<file path="src/common/frontend_pkg.sv">
// shared widths, sizes, opcodes and fetch entry type of the instruction fetch front end
package frontend_pkg;

  // ----------------------------------------------------------------------
  // widths and sizes
  // ----------------------------------------------------------------------
  // address and instruction word width
  localparam int unsigned addr_w = 32;
  typedef logic [addr_w-1:0] addr_t;

  // branch history table, indexed by pc[7:2]
  localparam int unsigned bht_entries = 64;
  localparam int unsigned bht_idx_w   = $clog2(bht_entries);

  // return address stack
  localparam int unsigned ras_depth = 4;
  localparam int unsigned ras_ptr_w = $clog2(ras_depth);

  // fetch queue towards decode
  localparam int unsigned queue_depth = 4;

  // ----------------------------------------------------------------------
  // rv32i control-flow opcodes
  // ----------------------------------------------------------------------
  localparam logic [6:0] op_branch = 7'b1100011;
  localparam logic [6:0] op_jal    = 7'b1101111;
  localparam logic [6:0] op_jalr   = 7'b1100111;

  // ----------------------------------------------------------------------
  // control-flow kind and queue payload
  // ----------------------------------------------------------------------
  typedef enum logic [2:0] {
    no_cf,
    branch,
    jump,
    jump_r,
    ret
  } cf_e;

  // one fetched instruction with its prediction
  typedef struct packed {
    addr_t instr;
    addr_t pc;
    cf_e   cf;
    // predicted next pc, pc+4 when nothing is predicted
    addr_t target;
  } fetch_entry_t;

endpackage

</file>
<file path="src/common/fetch_if.sv">
// fetch entry handoff between the fetch stage and the fetch queue
`timescale 1ns/1ps

interface fetch_if;

  // one scanned entry, valid for a single cycle
  logic                       valid;
  frontend_pkg::fetch_entry_t entry;
  // queue has room for everything still in flight
  logic                       ready;
  // entry taken by the queue this cycle
  logic                       push;

  // fetch stage side
  modport producer (
    output valid,
    output entry,
    input  ready,
    input  push
  );

  // queue side
  modport consumer (
    input  valid,
    input  entry,
    output ready,
    output push
  );

endinterface

</file>
<file path="src/predict/instr_scan.sv">
// rv32i control-flow decoder returning the kind of jump and its immediate
`timescale 1ns/1ps

module instr_scan (
  input  frontend_pkg::addr_t instr_i,
  output logic                is_branch_o,
  output logic                is_jal_o,
  output logic                is_jalr_o,
  output logic                is_call_o,
  output logic                is_return_o,
  output frontend_pkg::addr_t imm_o
);

  logic [6:0] opcode;
  logic [4:0] rd;
  logic [4:0] rs1;
  logic       rd_link;
  logic       rs1_link;

  assign opcode = instr_i[6:0];
  assign rd     = instr_i[11:7];
  assign rs1    = instr_i[19:15];

  // x1 and x5 are the link registers
  assign rd_link  = (rd == 5'd1) || (rd == 5'd5);
  assign rs1_link = (rs1 == 5'd1) || (rs1 == 5'd5);

  assign is_branch_o = (opcode == frontend_pkg::op_branch);
  assign is_jal_o    = (opcode == frontend_pkg::op_jal);
  // jalr only with funct3 000
  assign is_jalr_o   = (opcode == frontend_pkg::op_jalr) && (instr_i[14:12] == 3'b000);

  // call writes a link register
  assign is_call_o   = (is_jal_o | is_jalr_o) & rd_link;
  // return jumps through a link register and discards the link
  assign is_return_o = is_jalr_o & rs1_link & (rd == 5'd0);

  // j-type immediate for jal, b-type otherwise
  // jalr target needs rs1 so its immediate is never used here
  always_comb begin
    if (is_jal_o) begin
      imm_o = {{12{instr_i[31]}}, instr_i[19:12], instr_i[20], instr_i[30:21], 1'b0};
    end else begin
      imm_o = {{20{instr_i[31]}}, instr_i[7], instr_i[30:25], instr_i[11:8], 1'b0};
    end
  end

endmodule

</file>
<file path="src/predict/bht.sv">
// branch history table of 2-bit saturating counters
`timescale 1ns/1ps

module bht (
  input  logic                clk_i,
  input  logic                rst_ni,
  input  frontend_pkg::addr_t pc_i,
  input  logic                upd_valid_i,
  input  frontend_pkg::addr_t upd_pc_i,
  input  logic                upd_taken_i,
  output logic                taken_o
);

  logic [1:0] cnt_q [frontend_pkg::bht_entries];

  logic [frontend_pkg::bht_idx_w-1:0] rd_idx;
  logic [frontend_pkg::bht_idx_w-1:0] upd_idx;

  // word aligned pc, drop the low two bits
  assign rd_idx  = pc_i[frontend_pkg::bht_idx_w+1:2];
  assign upd_idx = upd_pc_i[frontend_pkg::bht_idx_w+1:2];

  // upper counter bit predicts taken
  assign taken_o = cnt_q[rd_idx][1];

  always_ff @(posedge clk_i or negedge rst_ni) begin
    if (!rst_ni) begin
      // weakly not taken
      for (int i = 0; i < frontend_pkg::bht_entries; i++) begin
        cnt_q[i] <= 2'b01;
      end
    end else if (upd_valid_i) begin
      // saturate at 11 and 00
      if (upd_taken_i && cnt_q[upd_idx] != 2'b11) begin
        cnt_q[upd_idx] <= cnt_q[upd_idx] + 2'b01;
      end else if (!upd_taken_i && cnt_q[upd_idx] != 2'b00) begin
        cnt_q[upd_idx] <= cnt_q[upd_idx] - 2'b01;
      end
    end
  end

endmodule

</file>
<file path="src/predict/ras.sv">
// circular return address stack, oldest entry overwritten when full
`timescale 1ns/1ps

module ras (
  input  logic                clk_i,
  input  logic                rst_ni,
  input  logic                push_i,
  input  logic                pop_i,
  input  frontend_pkg::addr_t data_i,
  output logic                valid_o,
  output frontend_pkg::addr_t ra_o
);

  frontend_pkg::addr_t mem_q [frontend_pkg::ras_depth];

  logic [frontend_pkg::ras_ptr_w-1:0] top_q;
  logic [frontend_pkg::ras_ptr_w-1:0] wr_ptr;
  logic [frontend_pkg::ras_ptr_w:0]   cnt_q;
  logic                               full;

  // pointer wraps around the stack
  assign wr_ptr  = top_q + 1'b1;
  assign full    = (cnt_q == frontend_pkg::ras_depth[frontend_pkg::ras_ptr_w:0]);
  assign valid_o = (cnt_q != '0);
  assign ra_o    = mem_q[top_q];

  // pointer and fill level
  always_ff @(posedge clk_i or negedge rst_ni) begin
    if (!rst_ni) begin
      top_q <= '0;
      cnt_q <= '0;
    end else if (push_i) begin
      top_q <= wr_ptr;
      // full stack keeps its count, the oldest slot is reused
      if (!full) begin
        cnt_q <= cnt_q + 1'b1;
      end
    end else if (pop_i && valid_o) begin
      top_q <= top_q - 1'b1;
      cnt_q <= cnt_q - 1'b1;
    end
  end

  always_ff @(posedge clk_i) begin
    if (push_i) begin
      mem_q[wr_ptr] <= data_i;
    end
  end

endmodule

</file>
<file path="src/pc_gen.sv">
// next-pc register and fetch address selection for the instruction memory
`timescale 1ns/1ps

module pc_gen (
  input  logic                clk_i,
  input  logic                rst_ni,
  input  frontend_pkg::addr_t boot_addr_i,
  input  logic                fetch_ready_i,
  input  logic                bp_valid_i,
  input  frontend_pkg::addr_t bp_target_i,
  input  logic                redirect_i,
  input  frontend_pkg::addr_t redirect_pc_i,
  input  logic                mispredict_i,
  input  frontend_pkg::addr_t mispredict_pc_i,
  output frontend_pkg::addr_t fetch_addr_o,
  output logic                fetch_req_o
);

  frontend_pkg::addr_t npc_d, npc_q;
  // first cycle out of reset loads the boot address
  logic                load_boot_q;

  // no request while the boot address is being loaded
  assign fetch_req_o = fetch_ready_i & ~load_boot_q;

  always_comb begin
    // fetch address: boot, npc, or predicted target
    if (load_boot_q) begin
      fetch_addr_o = boot_addr_i;
    end else begin
      fetch_addr_o = npc_q;
    end
    if (bp_valid_i) begin
      fetch_addr_o = bp_target_i;
    end
    // hold the fetch address when no request leaves
    npc_d = fetch_addr_o;
    // lowest precedence first, later ones override
    if (fetch_req_o) begin
      npc_d = fetch_addr_o + 32'd4;
    end
    if (mispredict_i) begin
      npc_d = mispredict_pc_i;
    end
    if (redirect_i) begin
      npc_d = redirect_pc_i;
    end
  end

  always_ff @(posedge clk_i or negedge rst_ni) begin
    if (!rst_ni) begin
      load_boot_q <= 1'b1;
      npc_q       <= '0;
    end else begin
      load_boot_q <= 1'b0;
      npc_q       <= npc_d;
    end
  end

endmodule

</file>
<file path="src/fetch_stage.sv">
// fetch response register, kill control and branch prediction
`timescale 1ns/1ps

module fetch_stage (
  input  logic                clk_i,
  input  logic                rst_ni,
  input  logic                rsp_valid_i,
  input  frontend_pkg::addr_t rsp_addr_i,
  input  frontend_pkg::addr_t rsp_data_i,
  input  logic                redirect_i,
  input  logic                mispredict_i,
  input  logic                resolve_valid_i,
  input  frontend_pkg::addr_t resolve_pc_i,
  input  logic                resolve_taken_i,
  input  logic                resolve_is_branch_i,
  output logic                kill_o,
  output logic                bp_valid_o,
  output frontend_pkg::addr_t bp_target_o,
  fetch_if.producer           fetch_bus
);

  logic                rsp_valid_q;
  // next response was requested from the stale pc
  logic                drop_q;
  frontend_pkg::addr_t rsp_pc_q, rsp_instr_q;

  logic                flush, entry_valid, taken;
  logic                is_branch, is_jal, is_jalr, is_call, is_return;
  frontend_pkg::addr_t imm, pc_plus4, pc_rel, target;
  logic                bht_taken, ras_valid;
  frontend_pkg::addr_t ras_ra;
  frontend_pkg::cf_e   cf;

  assign flush       = redirect_i | mispredict_i;
  // registered entry is stale once the back end redirects
  assign entry_valid = rsp_valid_q & ~flush;
  assign pc_plus4    = rsp_pc_q + 32'd4;
  assign pc_rel      = rsp_pc_q + imm;

  instr_scan i_instr_scan (
    .instr_i     (rsp_instr_q),
    .is_branch_o (is_branch),
    .is_jal_o    (is_jal),
    .is_jalr_o   (is_jalr),
    .is_call_o   (is_call),
    .is_return_o (is_return),
    .imm_o       (imm)
  );

  // ----------------------------------------------------------------------
  // prediction
  // ----------------------------------------------------------------------
  always_comb begin
    cf     = frontend_pkg::no_cf;
    target = pc_plus4;
    taken  = 1'b0;
    if (is_jal) begin
      cf     = frontend_pkg::jump;
      target = pc_rel;
      taken  = 1'b1;
    end else if (is_branch) begin
      cf = frontend_pkg::branch;
      if (bht_taken) begin
        target = pc_rel;
        taken  = 1'b1;
      end
    end else if (is_return) begin
      cf = frontend_pkg::ret;
      // empty stack falls through to pc+4
      if (ras_valid) begin
        target = ras_ra;
        taken  = 1'b1;
      end
    end else if (is_jalr) begin
      // no target buffer, so no prediction
      cf = frontend_pkg::jump_r;
    end
  end

  assign bp_valid_o  = entry_valid & taken;
  assign bp_target_o = target;
  // predicted redirect only drops the response now arriving
  assign kill_o      = bp_valid_o | flush;

  bht i_bht (
    .clk_i       (clk_i),
    .rst_ni      (rst_ni),
    .pc_i        (rsp_pc_q),
    .upd_valid_i (resolve_valid_i & resolve_is_branch_i),
    .upd_pc_i    (resolve_pc_i),
    .upd_taken_i (resolve_taken_i),
    .taken_o     (bht_taken)
  );

  // stack moves only for entries the queue took
  ras i_ras (
    .clk_i   (clk_i),
    .rst_ni  (rst_ni),
    .push_i  (fetch_bus.push & is_call),
    .pop_i   (fetch_bus.push & is_return),
    .data_i  (pc_plus4),
    .valid_o (ras_valid),
    .ra_o    (ras_ra)
  );

  // ----------------------------------------------------------------------
  // queue handoff
  // ----------------------------------------------------------------------
  assign fetch_bus.valid = entry_valid;
  assign fetch_bus.entry = '{instr: rsp_instr_q, pc: rsp_pc_q, cf: cf, target: target};

  always_ff @(posedge clk_i or negedge rst_ni) begin
    if (!rst_ni) begin
      rsp_valid_q <= 1'b0;
      drop_q      <= 1'b0;
    end else begin
      rsp_valid_q <= rsp_valid_i & ~kill_o & ~drop_q;
      drop_q      <= flush;
    end
  end

  always_ff @(posedge clk_i) begin
    if (rsp_valid_i) begin
      rsp_pc_q    <= rsp_addr_i;
      rsp_instr_q <= rsp_data_i;
    end
  end

endmodule

</file>
<file path="src/fetch_queue.sv">
// fetch queue between fetch and decode, with a generic payload
`timescale 1ns/1ps

module fetch_queue #(
  parameter type         entry_t = logic,
  parameter int unsigned depth   = frontend_pkg::queue_depth
) (
  input  logic     clk_i,
  input  logic     rst_ni,
  input  logic     flush_i,
  fetch_if.consumer in_bus,
  output logic     out_valid_o,
  output entry_t   out_entry_o,
  input  logic     out_ready_i
);

  localparam int unsigned ptr_w = $clog2(depth);
  localparam int unsigned cnt_w = $clog2(depth + 1);

  entry_t mem_q [depth];

  logic [ptr_w-1:0] wr_ptr_q, rd_ptr_q;
  logic [cnt_w-1:0] cnt_q;
  logic             pop;

  function automatic logic [ptr_w-1:0] next_ptr(input logic [ptr_w-1:0] ptr);
    next_ptr = (ptr == ptr_w'(depth - 1)) ? '0 : ptr + 1'b1;
  endfunction

  // room for the registered entry, the response in flight and a new request
  assign in_bus.ready = (cnt_q < cnt_w'(depth - 2));
  // requests stop early enough that every entry finds a slot
  assign in_bus.push  = in_bus.valid;

  assign out_valid_o = (cnt_q != '0);
  assign out_entry_o = mem_q[rd_ptr_q];
  assign pop         = out_valid_o & out_ready_i;

  always_ff @(posedge clk_i or negedge rst_ni) begin
    if (!rst_ni) begin
      wr_ptr_q <= '0;
      rd_ptr_q <= '0;
      cnt_q    <= '0;
    end else if (flush_i) begin
      // drop everything in one cycle
      wr_ptr_q <= '0;
      rd_ptr_q <= '0;
      cnt_q    <= '0;
    end else begin
      if (in_bus.push) begin
        wr_ptr_q <= next_ptr(wr_ptr_q);
      end
      if (pop) begin
        rd_ptr_q <= next_ptr(rd_ptr_q);
      end
      // simultaneous push and pop keeps the count
      if (in_bus.push && !pop) begin
        cnt_q <= cnt_q + 1'b1;
      end else if (!in_bus.push && pop) begin
        cnt_q <= cnt_q - 1'b1;
      end
    end
  end

  always_ff @(posedge clk_i) begin
    if (in_bus.push) begin
      mem_q[wr_ptr_q] <= in_bus.entry;
    end
  end

endmodule

</file>
<file path="src/frontend.sv">
// rv32i instruction fetch front end top level
`timescale 1ns/1ps

module frontend (
  input  logic                clk_i,
  input  logic                rst_ni,
  input  frontend_pkg::addr_t boot_addr_i,
  // instruction memory
  output logic                fetch_req_o,
  output frontend_pkg::addr_t fetch_addr_o,
  output logic                kill_o,
  input  logic                rsp_valid_i,
  input  frontend_pkg::addr_t rsp_addr_i,
  input  frontend_pkg::addr_t rsp_data_i,
  // back end redirect and resolve
  input  logic                redirect_i,
  input  frontend_pkg::addr_t redirect_pc_i,
  input  logic                resolve_valid_i,
  input  frontend_pkg::addr_t resolve_pc_i,
  input  logic                resolve_taken_i,
  input  logic                resolve_mispredict_i,
  input  logic                resolve_is_branch_i,
  input  frontend_pkg::addr_t resolve_target_i,
  // decode
  output logic                fetch_valid_o,
  output frontend_pkg::addr_t fetch_instr_o,
  output frontend_pkg::addr_t fetch_pc_o,
  output frontend_pkg::cf_e   fetch_cf_o,
  output frontend_pkg::addr_t fetch_target_o,
  input  logic                fetch_ready_i
);

  logic                       mispredict, bp_valid;
  frontend_pkg::addr_t        bp_target;
  frontend_pkg::fetch_entry_t head;

  fetch_if fetch_bus ();

  assign mispredict = resolve_valid_i & resolve_mispredict_i;

  pc_gen i_pc_gen (
    .clk_i           (clk_i),
    .rst_ni          (rst_ni),
    .boot_addr_i     (boot_addr_i),
    .fetch_ready_i   (fetch_bus.ready),
    .bp_valid_i      (bp_valid),
    .bp_target_i     (bp_target),
    .redirect_i      (redirect_i),
    .redirect_pc_i   (redirect_pc_i),
    .mispredict_i    (mispredict),
    .mispredict_pc_i (resolve_target_i),
    .fetch_addr_o    (fetch_addr_o),
    .fetch_req_o     (fetch_req_o)
  );

  fetch_stage i_fetch_stage (
    .clk_i               (clk_i),
    .rst_ni              (rst_ni),
    .rsp_valid_i         (rsp_valid_i),
    .rsp_addr_i          (rsp_addr_i),
    .rsp_data_i          (rsp_data_i),
    .redirect_i          (redirect_i),
    .mispredict_i        (mispredict),
    .resolve_valid_i     (resolve_valid_i),
    .resolve_pc_i        (resolve_pc_i),
    .resolve_taken_i     (resolve_taken_i),
    .resolve_is_branch_i (resolve_is_branch_i),
    .kill_o              (kill_o),
    .bp_valid_o          (bp_valid),
    .bp_target_o         (bp_target),
    .fetch_bus           (fetch_bus.producer)
  );

  // queue empties on any back end redirect
  fetch_queue #(
    .entry_t (frontend_pkg::fetch_entry_t),
    .depth   (frontend_pkg::queue_depth)
  ) i_fetch_queue (
    .clk_i       (clk_i),
    .rst_ni      (rst_ni),
    .flush_i     (redirect_i | mispredict),
    .in_bus      (fetch_bus.consumer),
    .out_valid_o (fetch_valid_o),
    .out_entry_o (head),
    .out_ready_i (fetch_ready_i)
  );

  // head entry split onto the decode ports
  assign fetch_instr_o  = head.instr;
  assign fetch_pc_o     = head.pc;
  assign fetch_cf_o     = head.cf;
  assign fetch_target_o = head.target;

endmodule

</file>
<file path="config.mk">
export PLATFORM = sky130hd
export DESIGN_NAME = frontend
export DESIGN_NICKNAME = d
export VERILOG_FILES = /design/src/common/frontend_pkg.sv /design/src/common/fetch_if.sv /design/src/predict/instr_scan.sv /design/src/predict/bht.sv /design/src/predict/ras.sv /design/src/pc_gen.sv /design/src/fetch_stage.sv /design/src/fetch_queue.sv /design/src/frontend.sv
export SDC_FILE = /design/constraint.sdc
export NUM_CORES = 1
export LEC_CHECK = 0
export BUFFER_PORTS_ARGS = -buffer_cell sky130_fd_sc_hd__buf_4
export CAP_MARGIN = 10
export CORE_ASPECT_RATIO = 1.75
export CORE_MARGIN = 3
export CORE_UTILIZATION = 54
export DETAILED_ROUTE_END_ITERATION = 8
export MAX_ROUTING_LAYER = met4
export PLACE_DENSITY_LB_ADDON = 0.3
export RECOVER_POWER = 50
export SYNTH_ARGS = -nofsm -noshare
export SYNTH_HDL_FRONTEND = slang
export SYNTH_SLANG_ARGS = --single-unit
</file>
<file path="constraint.sdc">
create_clock -name clk_i -period 5.4 [get_ports clk_i]
set_input_delay 0.27 -clock clk_i [delete_from_list [all_inputs] [get_ports clk_i]]
set_output_delay 0.27 -clock clk_i [all_outputs]
set_load 0.01 [all_outputs]
</file>
==> results by group <==
GRT
  – Initial antenna violation count: 3
  – Tot GR Track Use: 31.40%
  – First-pass GRT wire length: 152.3 mm
  – Pin count of the biggest net entering global routing: roughly 110
  – Vias in the first global route: around 24k
  – Grt ovf: 0

Logic synthesis
  – EDFF count, synth: 588
  – Seq/Total Area, Yosys: 63.71%
  – Synth warn: 0
  – Register bit count reported by yosys: 763
  – Cell area after synthesis: 34,710 sq um
  – Synth Instances: 2,381
  – Syn nets: 2,631
  – Synth Flop Type: edfxtp_1
  – Count of different cell masters after synthesis: 94
  – Fraction of registers with async set/reset: a little under a quarter
  – Mean Syn Cell Area: 14.58 sq um

Drt
  – Wire per inst: 27.47 um
  – Post-Route WL: just over 100 mm
  – Starting DRT DRC Count: 1,973
  – TritonRoute pass-1 iters: 6
  – Via Count: about 24k
  – DRC: 0
  – DR vias/cell: 6.297
  – ANT nets after route: 0

STA
  – Final WS setup: about 0.11 ns
  – Final worst path period share: ~100%
  – Worst slew pin tran: 1.553 ns
  – # setup viols final: 0
  – Top achievable clock speed: 0.1891 GHz
  – Max transition margin: -3.518%
  – Minimum clock period: 5.288 ns
  – Max-slew violations: 20
  – Final hold vios: 0
  – Hold WS: 0.02536 ns
  – Clk_skew: between 0.02 and 0.025 ns

Placement
  – HPWL Detailed: 71.85 mm
  – IO buf count: 308
  – Dpl ws: 0.1118 ns
  – Placer Congestion: between 0.9 and 1

Critical path
  – Slowest stage delay, CP: ~0.42 ns
  – Critical Path AT: 5.02 ns
  – Critical-path cell list: and4b_2 > nand4_1 > buf_4 > nand2_1 > nand2_1 > ha_1 > o21ai_0 > o21bai_2 > o2111ai_1 > a2111oi_0 > nor3_1 > mux2i_1 > nand3_1 > a31oi_1 > buf_4 > buf_4
  – WS Path Type: reg2out
  – Crit path launch type: register
  – CP max-delay cell: edfxtp_1
  – Crit-path most repeated cell: buf_4
  – Worst Path Max Fanout: 5
  – Worst EP required: 5.13 ns
  – Setup crit end kind: output pin

CTS
  – TritonCTS Sinks: 763
  – CTS tree: done
  – Total CTS buffers: 70
  – Clock Tree Buf Depth: 3
  – # H-tree levels: 3
  – Worst-skew pair later-pin latency: 0.63 ns
  – Root buffer cell: clkbuf_16
  – Clk pin slew, worst setup/hold paths: 0.07 ns

Finish
  – Area growth from synthesis to layout: 22.06%
  – Layout cells sized above 1: ~31%
  – Nets: 3,153
  – Most frequent cells in the layout: edfxtp_1, buf_4, nand2_1, mux4_2, nor2_1
  – Most common cell after layout, fill and taps aside: edfxtp_1
  – Fill cell count: 4,471

Power and ir drop
  – Pwr Density: ~320 nW/um^2
  – Leak Pwr: 15.69 nW
  – Max IR drop VDD: 0.2994 mV

Floorplan
  – Starting Density: between 50% and 60%
  – Core Region: 63,500 sq um
  – DIE WIDTH: between 150 and 200 um
  – Total die area: 67,480 sq um
  – Rows: 122
  – Die Y-Extent: 341.4 um
  – I/O pin cnt: between 300 and 400

Run
  – Max-cap violations: 1

Run status
  – Outcome: finished with violations
  – Failing checks: capacitance limit, slew limit

Min path
  – Type of the worst min-delay path: in2reg
power breakdown:
| part | total (mW) | switching (mW) | internal [mW] |
|---|---|---|---|
| Sequential | 6.77 | 0.196 | 6.58 |
| Combinational | 1.79 | 1.03 | 0.759 |
| Clock | 5.13 | 2.22 | 2.91 |
per-stage QoR:
| step | util (%) | TNS, ns | instances | area, sq um | total power [mW] |
|---|---|---|---|---|---|
| finish | 66.73 | 0 | 3767 | 42370 | 13.69 |
| global route | 66.73 | -0.3901 | 3767 | 42370 | 14.12 |
| CTS | 66.58 | 0 | 3758 | 42280 | 13.74 |
| detailed placement | 60.91 | 0 | 3508 | 38680 | 8.562 |
| global placement | 60.91 | 0 | 3508 | 38680 | 8.519 |
| floorplan | - | 0 | 2381 | 34710 | 7.755 |
sequential cells by signal, summed over array words and instances (netlist names), named ones only:
signal                     flops
i_fetch_stage.i_ras.top_q      2
i_pc_gen.load_boot_q           1
i_fetch_stage.rsp_valid_q      1
i_fetch_stage.i_ras.cnt_q      3
i_fetch_queue.rd_ptr_q         2
i_fetch_queue.cnt_q            3
i_fetch_queue.wr_ptr_q         2
i_fetch_stage.drop_q           1
i_fetch_stage.rsp_instr_q     32
i_fetch_stage.i_bht.cnt_q     64
i_fetch_queue.mem_q          396
i_fetch_stage.i_ras.mem_q    128
i_pc_gen.npc_q                32
i_fetch_stage.rsp_pc_q        32
cell usage after synthesis (41+ instances only):
| master | instances | area, sq um |
|---|---|---|
| o21ai_0 | 83 | 415.4 |
| inv_1 | 41 | 153.9 |
| dfstp_2 | 65 | 1708 |
| mux4_2 | 136 | 3063 |
| edfxtp_1 | 588 | 17660 |
| mux2i_1 | 50 | 500.5 |
| a21oi_1 | 83 | 415.4 |
| dfrtp_1 | 110 | 2753 |
| ha_1 | 46 | 575.6 |
| nor2_1 | 125 | 469.2 |
| nand3_1 | 52 | 260.3 |
| xnor2_1 | 51 | 446.7 |
| clkbuf_1 | 88 | 330.3 |
| mux2_2 | 101 | 1137 |
| nand2_1 | 225 | 844.6 |
area by class of cell:
| type | count | area (sq um) | share of cell area, % |
|---|---|---|---|
| Antenna cell | 3 | 7.507 | 0.01772 |
| Clock buffer | 86 | 1894 | 4.471 |
| Clock inverter | 41 | 459.2 | 1.084 |
| Inverter | 43 | 161.4 | 0.3809 |
| Multi-Input combinational cell | 1454 | 12070 | 28.49 |
| Sequential cell | 763 | 22130 | 52.22 |
| Tap cell | 806 | 1008 | 2.380 |
| Timing Repair Buffer | 571 | 4642 | 10.96 |
path summary, 6_finish.rpt:
| path | startpoint | slack, ns | cells past startpoint | endpoint |
|---|---|---|---|---|
| worst max-delay path | i_fetch_stage.rsp_instr_q[4] | 0.11 | 16 | fetch_addr_o[26] |
| worst min-delay path | resolve_target_i[20] | 0.03 | 3 | i_pc_gen.npc_q[20] |
| worst max register to register | i_fetch_stage.rsp_instr_q[4] | 0.25 | 20 | i_pc_gen.npc_q[23] |
| worst min register to register | i_fetch_stage.drop_q | 0.40 | 1 | i_fetch_stage.rsp_valid_q |
| max in group asynchronous | rst_ni | 3.59 | 3 | i_fetch_stage.i_bht.cnt_q[29] |
| min in group asynchronous | rst_ni | 0.40 | 2 | i_fetch_stage.i_bht.cnt_q[3] |
worst max-delay path: cells and delay by family (launching register included):
kind	cells	cell delay, ns
AO/OA/AOI/OAI	5	1.33
adder cells (fa/ha/maj)	1	0.35
buffers and inverters	3	0.58
flip-flops	1	0.42
multiplexers	1	0.25
AND/OR/NAND/NOR	6	1.47
metal layers:
layer | track usage, % | up-vias | share of wire, %
li1 | - | 10330 | -
met1 | 34.97 | 11960 | 35
met2 | 52.92 | 1088 | 52
met3 | 3.773 | 342 | 5.5
met4 | 21.13 | 0 | 8.0
met5 | - | - | 0
cells by family after synthesis:
kind of cell / share of synthesized area [%]
mux: 13.54
flops: 63.71
simple gates: 8.517
xor+xnor: 2.170
buf+inv: 1.943
fa+ha+maj: 1.831
compound gates: 8.275
other cells: 0.01080
timing repair:
item	CTS	global route
resized for setup	8	24
setup buffers	2	6
hold buffers	121	0
pin swaps	1	5
endpoints found under the setup margin	6	33
hold endpoints to repair	175	0
Note: power is estimated with default switching activity, not from simulation.
